## src/rf_pkg.sv

```systemverilog
/*
 * Shared sizes, address split and word types of the banked register file.
 * Compile this package before any module of the design.
 */
package rf_pkg;

    // ################################################
    // Sizes
    // ################################################

    // Register word width
    localparam int unsigned DATA_W        = 32;
    // Word-interleaved banks
    localparam int unsigned NUM_BANKS     = 4;
    // Registers in each bank
    localparam int unsigned REGS_PER_BANK = 16;

    // ################################################
    // Address split
    // ################################################

    // Low bits of the word address pick the bank
    localparam int unsigned BANK_SEL_W = $clog2(NUM_BANKS);
    // Upper bits pick the register inside the bank
    localparam int unsigned REG_ADDR_W = $clog2(REGS_PER_BANK);
    // Full Wishbone word address
    localparam int unsigned WB_ADR_W   = BANK_SEL_W + REG_ADDR_W;

    // ################################################
    // Types
    // ################################################

    // One register word
    typedef logic [DATA_W-1:0]     data_t;

    // Register index within a bank
    typedef logic [REG_ADDR_W-1:0] reg_addr_t;

    // Bank index, also carried as the read tag
    typedef logic [BANK_SEL_W-1:0] bank_sel_t;

    // Wishbone word address, {register index, bank index}
    typedef logic [WB_ADR_W-1:0]   wb_adr_t;

endpackage : rf_pkg

```

## src/register_file_bank.sv

```systemverilog
/*
 * Single-port register bank with write priority and one-cycle read latency.
 * The read tag is delayed alongside the data so responses can be steered back.
 */
module register_file_bank (
    // Clock and reset
    input  logic               clk_i,
    input  logic               arst_n_i,

    // Write port
    input  logic               write_valid_i,
    input  rf_pkg::reg_addr_t  write_addr_i,
    input  rf_pkg::data_t      write_data_i,
    output logic               write_ready_o,

    // Read port
    input  logic               read_valid_i,
    input  rf_pkg::reg_addr_t  read_addr_i,
    input  rf_pkg::bank_sel_t  read_tag_i,
    output logic               read_ready_o,

    // Read response, one cycle after acceptance
    output logic               read_valid_o,
    output rf_pkg::bank_sel_t  read_tag_o,
    output rf_pkg::data_t      read_data_o
);
    import rf_pkg::*;

    // ################################################
    // Signals
    // ################################################

    // Storage array, contents unknown until cleared
    data_t mem_q [REGS_PER_BANK];

    // Accepted operations this cycle
    logic  write_fire;
    logic  read_fire;

    // ################################################
    // Port arbitration
    // ################################################

    // Write always wins the single port
    assign write_fire = write_valid_i;

    // Read only goes when no write is pending
    assign read_fire  = read_valid_i && !write_valid_i;

    // Each side stalls while the other owns the port
    assign read_ready_o  = !write_valid_i;
    assign write_ready_o = !(read_valid_i && !write_valid_i);

    // ################################################
    // Memory
    // ################################################

    // Write into the array
    always_ff @(posedge clk_i) begin
        if (write_fire) begin
            mem_q[write_addr_i] <= write_data_i;
        end
    end

    // Read word registered, mirrors a synchronous SRAM
    always_ff @(posedge clk_i) begin
        if (read_fire) begin
            read_data_o <= mem_q[read_addr_i];
        end
    end

    // ################################################
    // Response control
    // ################################################

    // Valid and tag follow the accepted read by one cycle
    always_ff @(posedge clk_i or negedge arst_n_i) begin
        if (!arst_n_i) begin
            read_valid_o <= 1'b0;
            read_tag_o   <= '0;
        end else begin
            read_valid_o <= read_fire;
            // Tag only updates on a real read
            if (read_fire) begin
                read_tag_o <= read_tag_i;
            end
        end
    end

    // ################################################
    // Assertions
    // ################################################

    // A response needs a read accepted the cycle before
    assert property (@(posedge clk_i) disable iff (!arst_n_i)
        read_valid_o |-> $past(read_valid_i && read_ready_o))
        else $error("Read response without an accepted read");

endmodule : register_file_bank

```

## src/rf_clear_counter.sv

```systemverilog
/*
 * Sweeps every register index once after reset so the banks can be zeroed.
 * Flags done when the sweep is over and holds it until the next reset.
 */
module rf_clear_counter (
    // Clock and reset
    input  logic              clk_i,
    input  logic              arst_n_i,

    // Clear sweep towards the front end
    output logic              clear_valid_o,
    output rf_pkg::reg_addr_t clear_addr_o,
    output logic              clear_done_o
);
    import rf_pkg::*;

    // One spare bit so an overrun would be visible
    logic [REG_ADDR_W:0] cnt_q;

    // Sticky completion flag
    logic                done_q;

    // ################################################
    // Counter
    // ################################################

    always_ff @(posedge clk_i or negedge arst_n_i) begin
        if (!arst_n_i) begin
            cnt_q  <= '0;
            done_q <= 1'b0;
        end else if (!done_q) begin
            // Last index reached, wrap and finish
            if (cnt_q == REGS_PER_BANK - 1) begin
                cnt_q  <= '0;
                done_q <= 1'b1;
            end else begin
                cnt_q <= cnt_q + 1'b1;
            end
        end
    end

    // Sweep runs until done
    assign clear_valid_o = !done_q;
    assign clear_addr_o  = cnt_q[REG_ADDR_W-1:0];
    assign clear_done_o  = done_q;

    // ################################################
    // Assertions
    // ################################################

    // Index never runs past the last register
    assert property (@(posedge clk_i) disable iff (!arst_n_i)
        cnt_q < REGS_PER_BANK)
        else $error("Clear index out of range");

endmodule : rf_clear_counter

```

## src/rf_wb_fsm.sv

```systemverilog
/*
 * Wishbone classic slave front end for the banked register file.
 * Broadcasts the zero clear, issues bank writes and tagged reads, returns data.
 */
module rf_wb_fsm (
    // Clock and reset
    input  logic              clk_i,
    input  logic              arst_n_i,

    // Wishbone classic slave
    input  logic              wb_cyc_i,
    input  logic              wb_stb_i,
    input  logic              wb_we_i,
    input  rf_pkg::wb_adr_t   wb_adr_i,
    input  rf_pkg::data_t     wb_dat_i,
    output rf_pkg::data_t     wb_dat_o,
    output logic              wb_ack_o,

    // Clear sweep
    input  logic              clear_valid_i,
    input  rf_pkg::reg_addr_t clear_addr_i,
    input  logic              clear_done_i,

    // Bank requests
    output logic              bank_write_valid_o [rf_pkg::NUM_BANKS],
    output logic              bank_read_valid_o  [rf_pkg::NUM_BANKS],
    output rf_pkg::reg_addr_t bank_addr_o,
    output rf_pkg::data_t     bank_write_data_o,
    output rf_pkg::bank_sel_t bank_read_tag_o,

    // Bank responses
    input  logic              bank_read_ready_i  [rf_pkg::NUM_BANKS],
    input  logic              bank_read_valid_i  [rf_pkg::NUM_BANKS],
    input  rf_pkg::bank_sel_t bank_read_tag_i    [rf_pkg::NUM_BANKS],
    input  rf_pkg::data_t     bank_read_data_i   [rf_pkg::NUM_BANKS]
);
    import rf_pkg::*;

    typedef enum logic [1:0] {
        CLEAR,
        IDLE,
        READ_WAIT,
        ACK
    } state_e;

    state_e state_q, state_d;

    // Address split
    bank_sel_t            req_bank;
    reg_addr_t            req_reg;
    logic                 req;

    // Response steering
    logic [NUM_BANKS-1:0] rsp_valid;
    bank_sel_t            rsp_tag;

    // Latched read word, payload only
    data_t                rdata_q;

    // Bank in low bits, register above
    assign req_bank = wb_adr_i[BANK_SEL_W-1:0];
    assign req_reg  = wb_adr_i[WB_ADR_W-1:BANK_SEL_W];
    assign req      = wb_cyc_i && wb_stb_i;

    // ################################################
    // Bank request drive
    // ################################################

    // Sweep index during clear, else the Wishbone register
    assign bank_addr_o       = (state_q == CLEAR) ? clear_addr_i : req_reg;
    assign bank_write_data_o = (state_q == CLEAR) ? '0 : wb_dat_i;
    // Bank index doubles as the tag
    assign bank_read_tag_o   = req_bank;

    always_comb begin
        for (int b = 0; b < NUM_BANKS; b++) begin
            bank_write_valid_o[b] = 1'b0;
            bank_read_valid_o[b]  = 1'b0;
            if (state_q == CLEAR) begin
                // Zero broadcast to every bank
                bank_write_valid_o[b] = clear_valid_i;
            end else if (state_q == IDLE && req && req_bank == bank_sel_t'(b)) begin
                bank_write_valid_o[b] = wb_we_i;
                bank_read_valid_o[b]  = !wb_we_i;
            end
        end
    end

    // ################################################
    // Response steering
    // ################################################

    // Pick up the tag of whichever bank answered
    always_comb begin
        rsp_tag = '0;
        for (int b = 0; b < NUM_BANKS; b++) begin
            rsp_valid[b] = bank_read_valid_i[b];
            if (bank_read_valid_i[b]) begin
                rsp_tag = bank_read_tag_i[b];
            end
        end
    end

    // Returned tag selects the data source
    always_ff @(posedge clk_i) begin
        if (state_q == READ_WAIT && |rsp_valid) begin
            rdata_q <= bank_read_data_i[rsp_tag];
        end
    end

    assign wb_dat_o = rdata_q;
    assign wb_ack_o = (state_q == ACK);

    // ################################################
    // State machine
    // ################################################

    always_comb begin
        state_d = state_q;
        case (state_q)
            CLEAR: begin
                // Hold off Wishbone until sweep finishes
                if (clear_done_i) begin
                    state_d = IDLE;
                end
            end
            IDLE: begin
                if (req && wb_we_i) begin
                    state_d = ACK;
                end else if (req && bank_read_ready_i[req_bank]) begin
                    // Read stays pending while the bank is busy
                    state_d = READ_WAIT;
                end
            end
            READ_WAIT: begin
                if (|rsp_valid) begin
                    state_d = ACK;
                end
            end
            ACK: begin
                state_d = IDLE;
            end
            default: begin
                state_d = CLEAR;
            end
        endcase
    end

    always_ff @(posedge clk_i or negedge arst_n_i) begin
        if (!arst_n_i) begin
            state_q <= CLEAR;
        end else begin
            state_q <= state_d;
        end
    end

    // ################################################
    // Assertions
    // ################################################

    // Master must hold the strobe until it sees ack
    assert property (@(posedge clk_i) disable iff (!arst_n_i)
        wb_ack_o |-> (wb_cyc_i && wb_stb_i))
        else $error("Ack without an active Wishbone cycle");

    // Only one bank answers at a time
    assert property (@(posedge clk_i) disable iff (!arst_n_i)
        $onehot0(rsp_valid))
        else $error("More than one bank read response");

endmodule : rf_wb_fsm

```

## src/banked_register_file.sv

```systemverilog
/*
 * Top level: four word-interleaved banks behind a Wishbone classic slave.
 * busy_o stays high while the banks are cleared after reset.
 */
module banked_register_file (
    // Clock and reset
    input  logic            clk_i,
    input  logic            arst_n_i,

    // Wishbone classic slave
    input  logic            wb_cyc_i,
    input  logic            wb_stb_i,
    input  logic            wb_we_i,
    input  rf_pkg::wb_adr_t wb_adr_i,
    input  rf_pkg::data_t   wb_dat_i,
    output rf_pkg::data_t   wb_dat_o,
    output logic            wb_ack_o,

    // Clear sweep in progress
    output logic            busy_o
);
    import rf_pkg::*;

    // Clear counter to front end
    logic      clear_valid;
    reg_addr_t clear_addr;
    logic      clear_done;

    // Front end to banks
    logic      bank_write_valid [NUM_BANKS];
    logic      bank_read_valid  [NUM_BANKS];
    reg_addr_t bank_addr;
    data_t     bank_write_data;
    bank_sel_t bank_read_tag;

    // Banks back to front end
    logic      bank_read_ready  [NUM_BANKS];
    logic      bank_rsp_valid   [NUM_BANKS];
    bank_sel_t bank_rsp_tag     [NUM_BANKS];
    data_t     bank_rsp_data    [NUM_BANKS];

    assign busy_o = !clear_done;

    // ################################################
    // Clear sweep
    // ################################################

    rf_clear_counter i_clear (
        .clk_i         ( clk_i       ),
        .arst_n_i      ( arst_n_i    ),
        .clear_valid_o ( clear_valid ),
        .clear_addr_o  ( clear_addr  ),
        .clear_done_o  ( clear_done  )
    );

    // ################################################
    // Wishbone front end
    // ################################################

    rf_wb_fsm i_fsm (
        .clk_i              ( clk_i            ),
        .arst_n_i           ( arst_n_i         ),
        .wb_cyc_i           ( wb_cyc_i         ),
        .wb_stb_i           ( wb_stb_i         ),
        .wb_we_i            ( wb_we_i          ),
        .wb_adr_i           ( wb_adr_i         ),
        .wb_dat_i           ( wb_dat_i         ),
        .wb_dat_o           ( wb_dat_o         ),
        .wb_ack_o           ( wb_ack_o         ),
        .clear_valid_i      ( clear_valid      ),
        .clear_addr_i       ( clear_addr       ),
        .clear_done_i       ( clear_done       ),
        .bank_write_valid_o ( bank_write_valid ),
        .bank_read_valid_o  ( bank_read_valid  ),
        .bank_addr_o        ( bank_addr        ),
        .bank_write_data_o  ( bank_write_data  ),
        .bank_read_tag_o    ( bank_read_tag    ),
        .bank_read_ready_i  ( bank_read_ready  ),
        .bank_read_valid_i  ( bank_rsp_valid   ),
        .bank_read_tag_i    ( bank_rsp_tag     ),
        .bank_read_data_i   ( bank_rsp_data    )
    );

    // ################################################
    // Banks
    // ################################################

    for (genvar b = 0; b < NUM_BANKS; b++) begin : gen_bank
        // Writes never collide with a read here, write ready left open
        register_file_bank i_bank (
            .clk_i         ( clk_i               ),
            .arst_n_i      ( arst_n_i            ),
            .write_valid_i ( bank_write_valid[b] ),
            .write_addr_i  ( bank_addr           ),
            .write_data_i  ( bank_write_data     ),
            .write_ready_o (                     ),
            .read_valid_i  ( bank_read_valid[b]  ),
            .read_addr_i   ( bank_addr           ),
            .read_tag_i    ( bank_read_tag       ),
            .read_ready_o  ( bank_read_ready[b]  ),
            .read_valid_o  ( bank_rsp_valid[b]   ),
            .read_tag_o    ( bank_rsp_tag[b]     ),
            .read_data_o   ( bank_rsp_data[b]    )
        );
    end

endmodule : banked_register_file

```

## config.mk

```make
export PLATFORM = sky130hd
export DESIGN_NAME = banked_register_file
export DESIGN_NICKNAME = d
export VERILOG_FILES = /design/src/rf_pkg.sv /design/src/register_file_bank.sv /design/src/rf_clear_counter.sv /design/src/rf_wb_fsm.sv /design/src/banked_register_file.sv
export SDC_FILE = /design/constraint.sdc
export NUM_CORES = 2
export LEC_CHECK = 0
export ABC_AREA = 1
export BUFFER_PORTS_ARGS = -buffer_cell sky130_fd_sc_hd__buf_2
export CAP_MARGIN = 0
export CORE_AREA = 4 4 491 493
export CTS_BUF_LIST = sky130_fd_sc_hd__clkbuf_8
export DETAILED_ROUTE_END_ITERATION = 7
export DIE_AREA = 0 0 495 497
export SLEW_MARGIN = 15
export SYNTH_ARGS = -nofsm -noshare
export SYNTH_HDL_FRONTEND = slang
export SYNTH_SLANG_ARGS = --single-unit
```

## constraint.sdc

```tcl
create_clock -name clk_i -period 5.03 [get_ports clk_i]
set_input_delay 0.2515 -clock clk_i [delete_from_list [all_inputs] [get_ports clk_i]]
set_output_delay 0.2515 -clock clk_i [all_outputs]
set_load 0.1 [all_outputs]
```

==> summary.md <==
| Metric | Value |
|---|---|
| Status | completed |
| Initial Util | 39.7% |
| #FFs+latches synth | 2,228 |
| Width of the die | 495 um |
| Site row count | 179 |
| Synth Area in Adders | 0.0664% |
| Setup TNS Final | 0 ps |
| Post-DP HPWL | 144,000 um |
| Clk root buf | clkbuf_8 |
| Met3 Use GR | 4.34% |
| Critical Path Source Type | flip-flop |
| Post-synthesis simple-gate area fraction | 24.7% |
| Placeable Area | 0.237 mm^2 |
| Power Total | 0.0520 W |
| Wire length per cell | 22.6 um |
| PortBufs | 76 |
| # DRC | 0 |
| IR Drop Worst-Case VDD | 899 uV |
| Nets | 9,307 |
| Critical Path Max Stage Delay | 830 ps |
| CP dominant cell by count | nand2_1 |
| Xor/xnor share of the synthesized area | 0.0186% |
| RSZ-0062 raised after global routing | no |
| Largest net degree at the start of global routing | 187 |
| Clock sink count | 2,228 |
| CP max stage cell | buf_4 |
| Synthesized instance count | 9,111 |
| Worst Path Max Fanout | 149 |
| Initial DRT Pass Iterations | 6 |
| Worst Path Required | 5930 ps |
| Final setup fails | 0 |
| Initial antenna violation count | 14 |
| Die area | 0.246 mm^2 |
| Max-slew violations | 0 |
| Placer congestion estimate | 0.833 |
| Clk_lat worst skew | 1080 ps |
| CTS tree | built |
| All-Layer GR Usage | 22.8% |
| Worst hold path class | in2reg |
| WL final | 287,000 um |
| Clock buffer depth | 4 |
| Gr busiest metal | met2 |
| Max frequency | 256 MHz |
| Post-Syn Nets | 9,159 |
| Worst EP arrival | 4810 ps |
| Met2 Usage GRT | 36.6% |
| Die Y | 497 um |
| Met1 Use GR | 30.9% |
| GR Overflow Total | 0 |
| LEAKAGE | 43.9 nW |
| CTS-repair resized insts | 0 |
| Iter 0 DRT Violations | 7,826 |
| Mux cell area share after synthesis | 0% |
| Min Tclk post-route | 3910 ps |
| Largest family of logic cells by synthesized area | simple AND/OR/NAND/NOR gates |
| Max Cap Viol | 0 |
| Power per standard cell area | 497 mW/mm^2 |
| Worst Path Class, Setup | reg2reg |
| Worst clock skew | 47.3 ps |
| Commonest non-fill, non-tap cell in the layout | nand2_1 |
| First-pass GRT wire length | 421,000 um |
| Layout cells sized above 1 | 7.82% |
| Syn Area/Cell | 10.3 um^2 |
| Number of global-route vias before repair | 63,918 |
| Post-synthesis cell area | 0.0942 mm^2 |
| Ports | 77 |
| Unique masters post-synth | 27 |
| Clock transition at path regs | 60 ps |
| Area Overhead vs Synth | 11.3% |
| CP cell instances | inv_1, ha_4, inv_2, nand2_1, nand2_4, inv_8, buf_12, buf_4, nand2_1, nand2_1, nand2_1, nand2_1, inv_1, nand2_1 |
| Commonest cells after routing, fill and taps aside | 5,259 x nand2_1, 2,208 x edfxtp_1, 584 x nand3_1 |
| H-tree levels | 5 |
| Seq/Total Area, Yosys | 70.9% |
| DR vias/cell | 5.13 |
| Compound-Gate Fraction of Synth Area | 0.0864% |
| Period utilization | 77.7% |
| YS warnings | 0 |
| CTS Buf Count | 380 |
| Critical Path End Type | flip-flop |
| Worst-Margin Slew | 1280 ps |
| Via count | 65,217 |
| Fin. Hold Viols | 0 |
| Slew Limit Headroom | 14.5% |
| Antenna Violating Nets Remaining | 0 |
## logic make-up after synthesis
logic type | Yosys count
xor+xnor | 2
simple gates | 5953
fa+ha+maj | 5
flops | 2228
buf+inv | 909
compound gates | 14
## flip-flops by register name, summed over array words and instances, names as in the netlist
register	count
gen_bank.i_bank.read_valid_o	4
i_fsm.wb_dat_o	32
i_clear.cnt_q	5
gen_bank.i_bank.read_tag_o	8
gen_bank.i_bank.mem_q	2048
i_clear.clear_done_o	1
i_fsm.state_q	2
gen_bank.i_bank.read_data_o	128
## Yosys cell counts (all sizes together)
master     n  share of area (%)
nand2   5269                 21
edfxtp  2208                 70
nand3    584                3.1
inv      424                1.7
buf      378                2.1
clkbuf   107               0.43
nor2      60               0.27
nand3b    33               0.26
dfrtp     20               0.53
o21ai      8              0.050
ha         5              0.066
a21oi      4              0.021
nor3       3              0.016
or2        3              0.020
xor2       2              0.019
a31oi      1             0.0066
nand4      1             0.0066
o211ai     1             0.0080
## final cells by class
cell class | count | area, um^2
clock buffer | 389 | 5350
clock inverter | 268 | 1260
timing repair buffer | 251 | 2010
inverter | 424 | 1600
antenna | 2 | 5.00
tap | 3167 | 3960
sequential | 2228 | 66800
multi-input combinational | 5974 | 23800
fill | 22352 | 132000
## report_power, final
| part | switching [W] | internal (W) |
|---|---|---|
| clock network | 0.00722 | 0.00748 |
| logic | 0.0117 | 0.00334 |
| registers | 0.0000365 | 0.0223 |
## timing repair
action | in CTS | in global routing
hold endpoints to repair | 51 | 0
setup buffers | 0 | 0
hold buffers | 12 | 0
## metrics by stage
stage / utilization (%) / hold slack [ps] / worst slack, ps / instances / cell area (um^2)
floorplan: - / -44.1 / 1880 / 9111 / 94200
global placement: 41.4 / 218 / 1180 / 12032 / 98100
detailed placement: 41.4 / 225 / 1140 / 12032 / 98100
CTS: 44.2 / 0.615 / 1140 / 12701 / 105000
global route: 44.2 / 29.9 / 937 / 12702 / 105000
finish: 44.2 / 62.9 / 1120 / 12703 / 105000
## critical path: cells and delay by family (launching register included)
kind	cells	cell delay, ps
adder cells (fa/ha/maj)	1	320
flip-flops	1	420
buffers and inverters	6	1970
AND/OR/NAND/NOR	7	880
## worst paths after layout
kind | startpoint | end | slack [ps] | cells past startpoint
min reg2reg | gen_bank[0].i_bank.read_tag_o[1] | gen_bank[0].i_bank.read_tag_o[1] | 470 | 2
min | wb_dat_i[2] | gen_bank[0].i_bank.mem_q[4][2] | 60 | 4
max reg2reg | i_fsm.state_q[0] | gen_bank[3].i_bank.read_data_o[21] | 1120 | 14
max in group asynchronous | arst_n_i | gen_bank[3].i_bank.read_tag_o[1] | 4030 | 3
min in group asynchronous | arst_n_i | gen_bank[1].i_bank.read_valid_o | 420 | 3
max | i_fsm.state_q[0] | gen_bank[3].i_bank.read_data_o[21] | 1120 | 14
## metal layers
layer | routed length, um | vias up
li1 | - | 29916
met2 | 133000 | 3149
met1 | 115000 | 31632
met4 | 11000 | 0
met3 | 27400 | 520
met5 | 0 | -
Note: power is estimated with default switching activity, not from simulation.
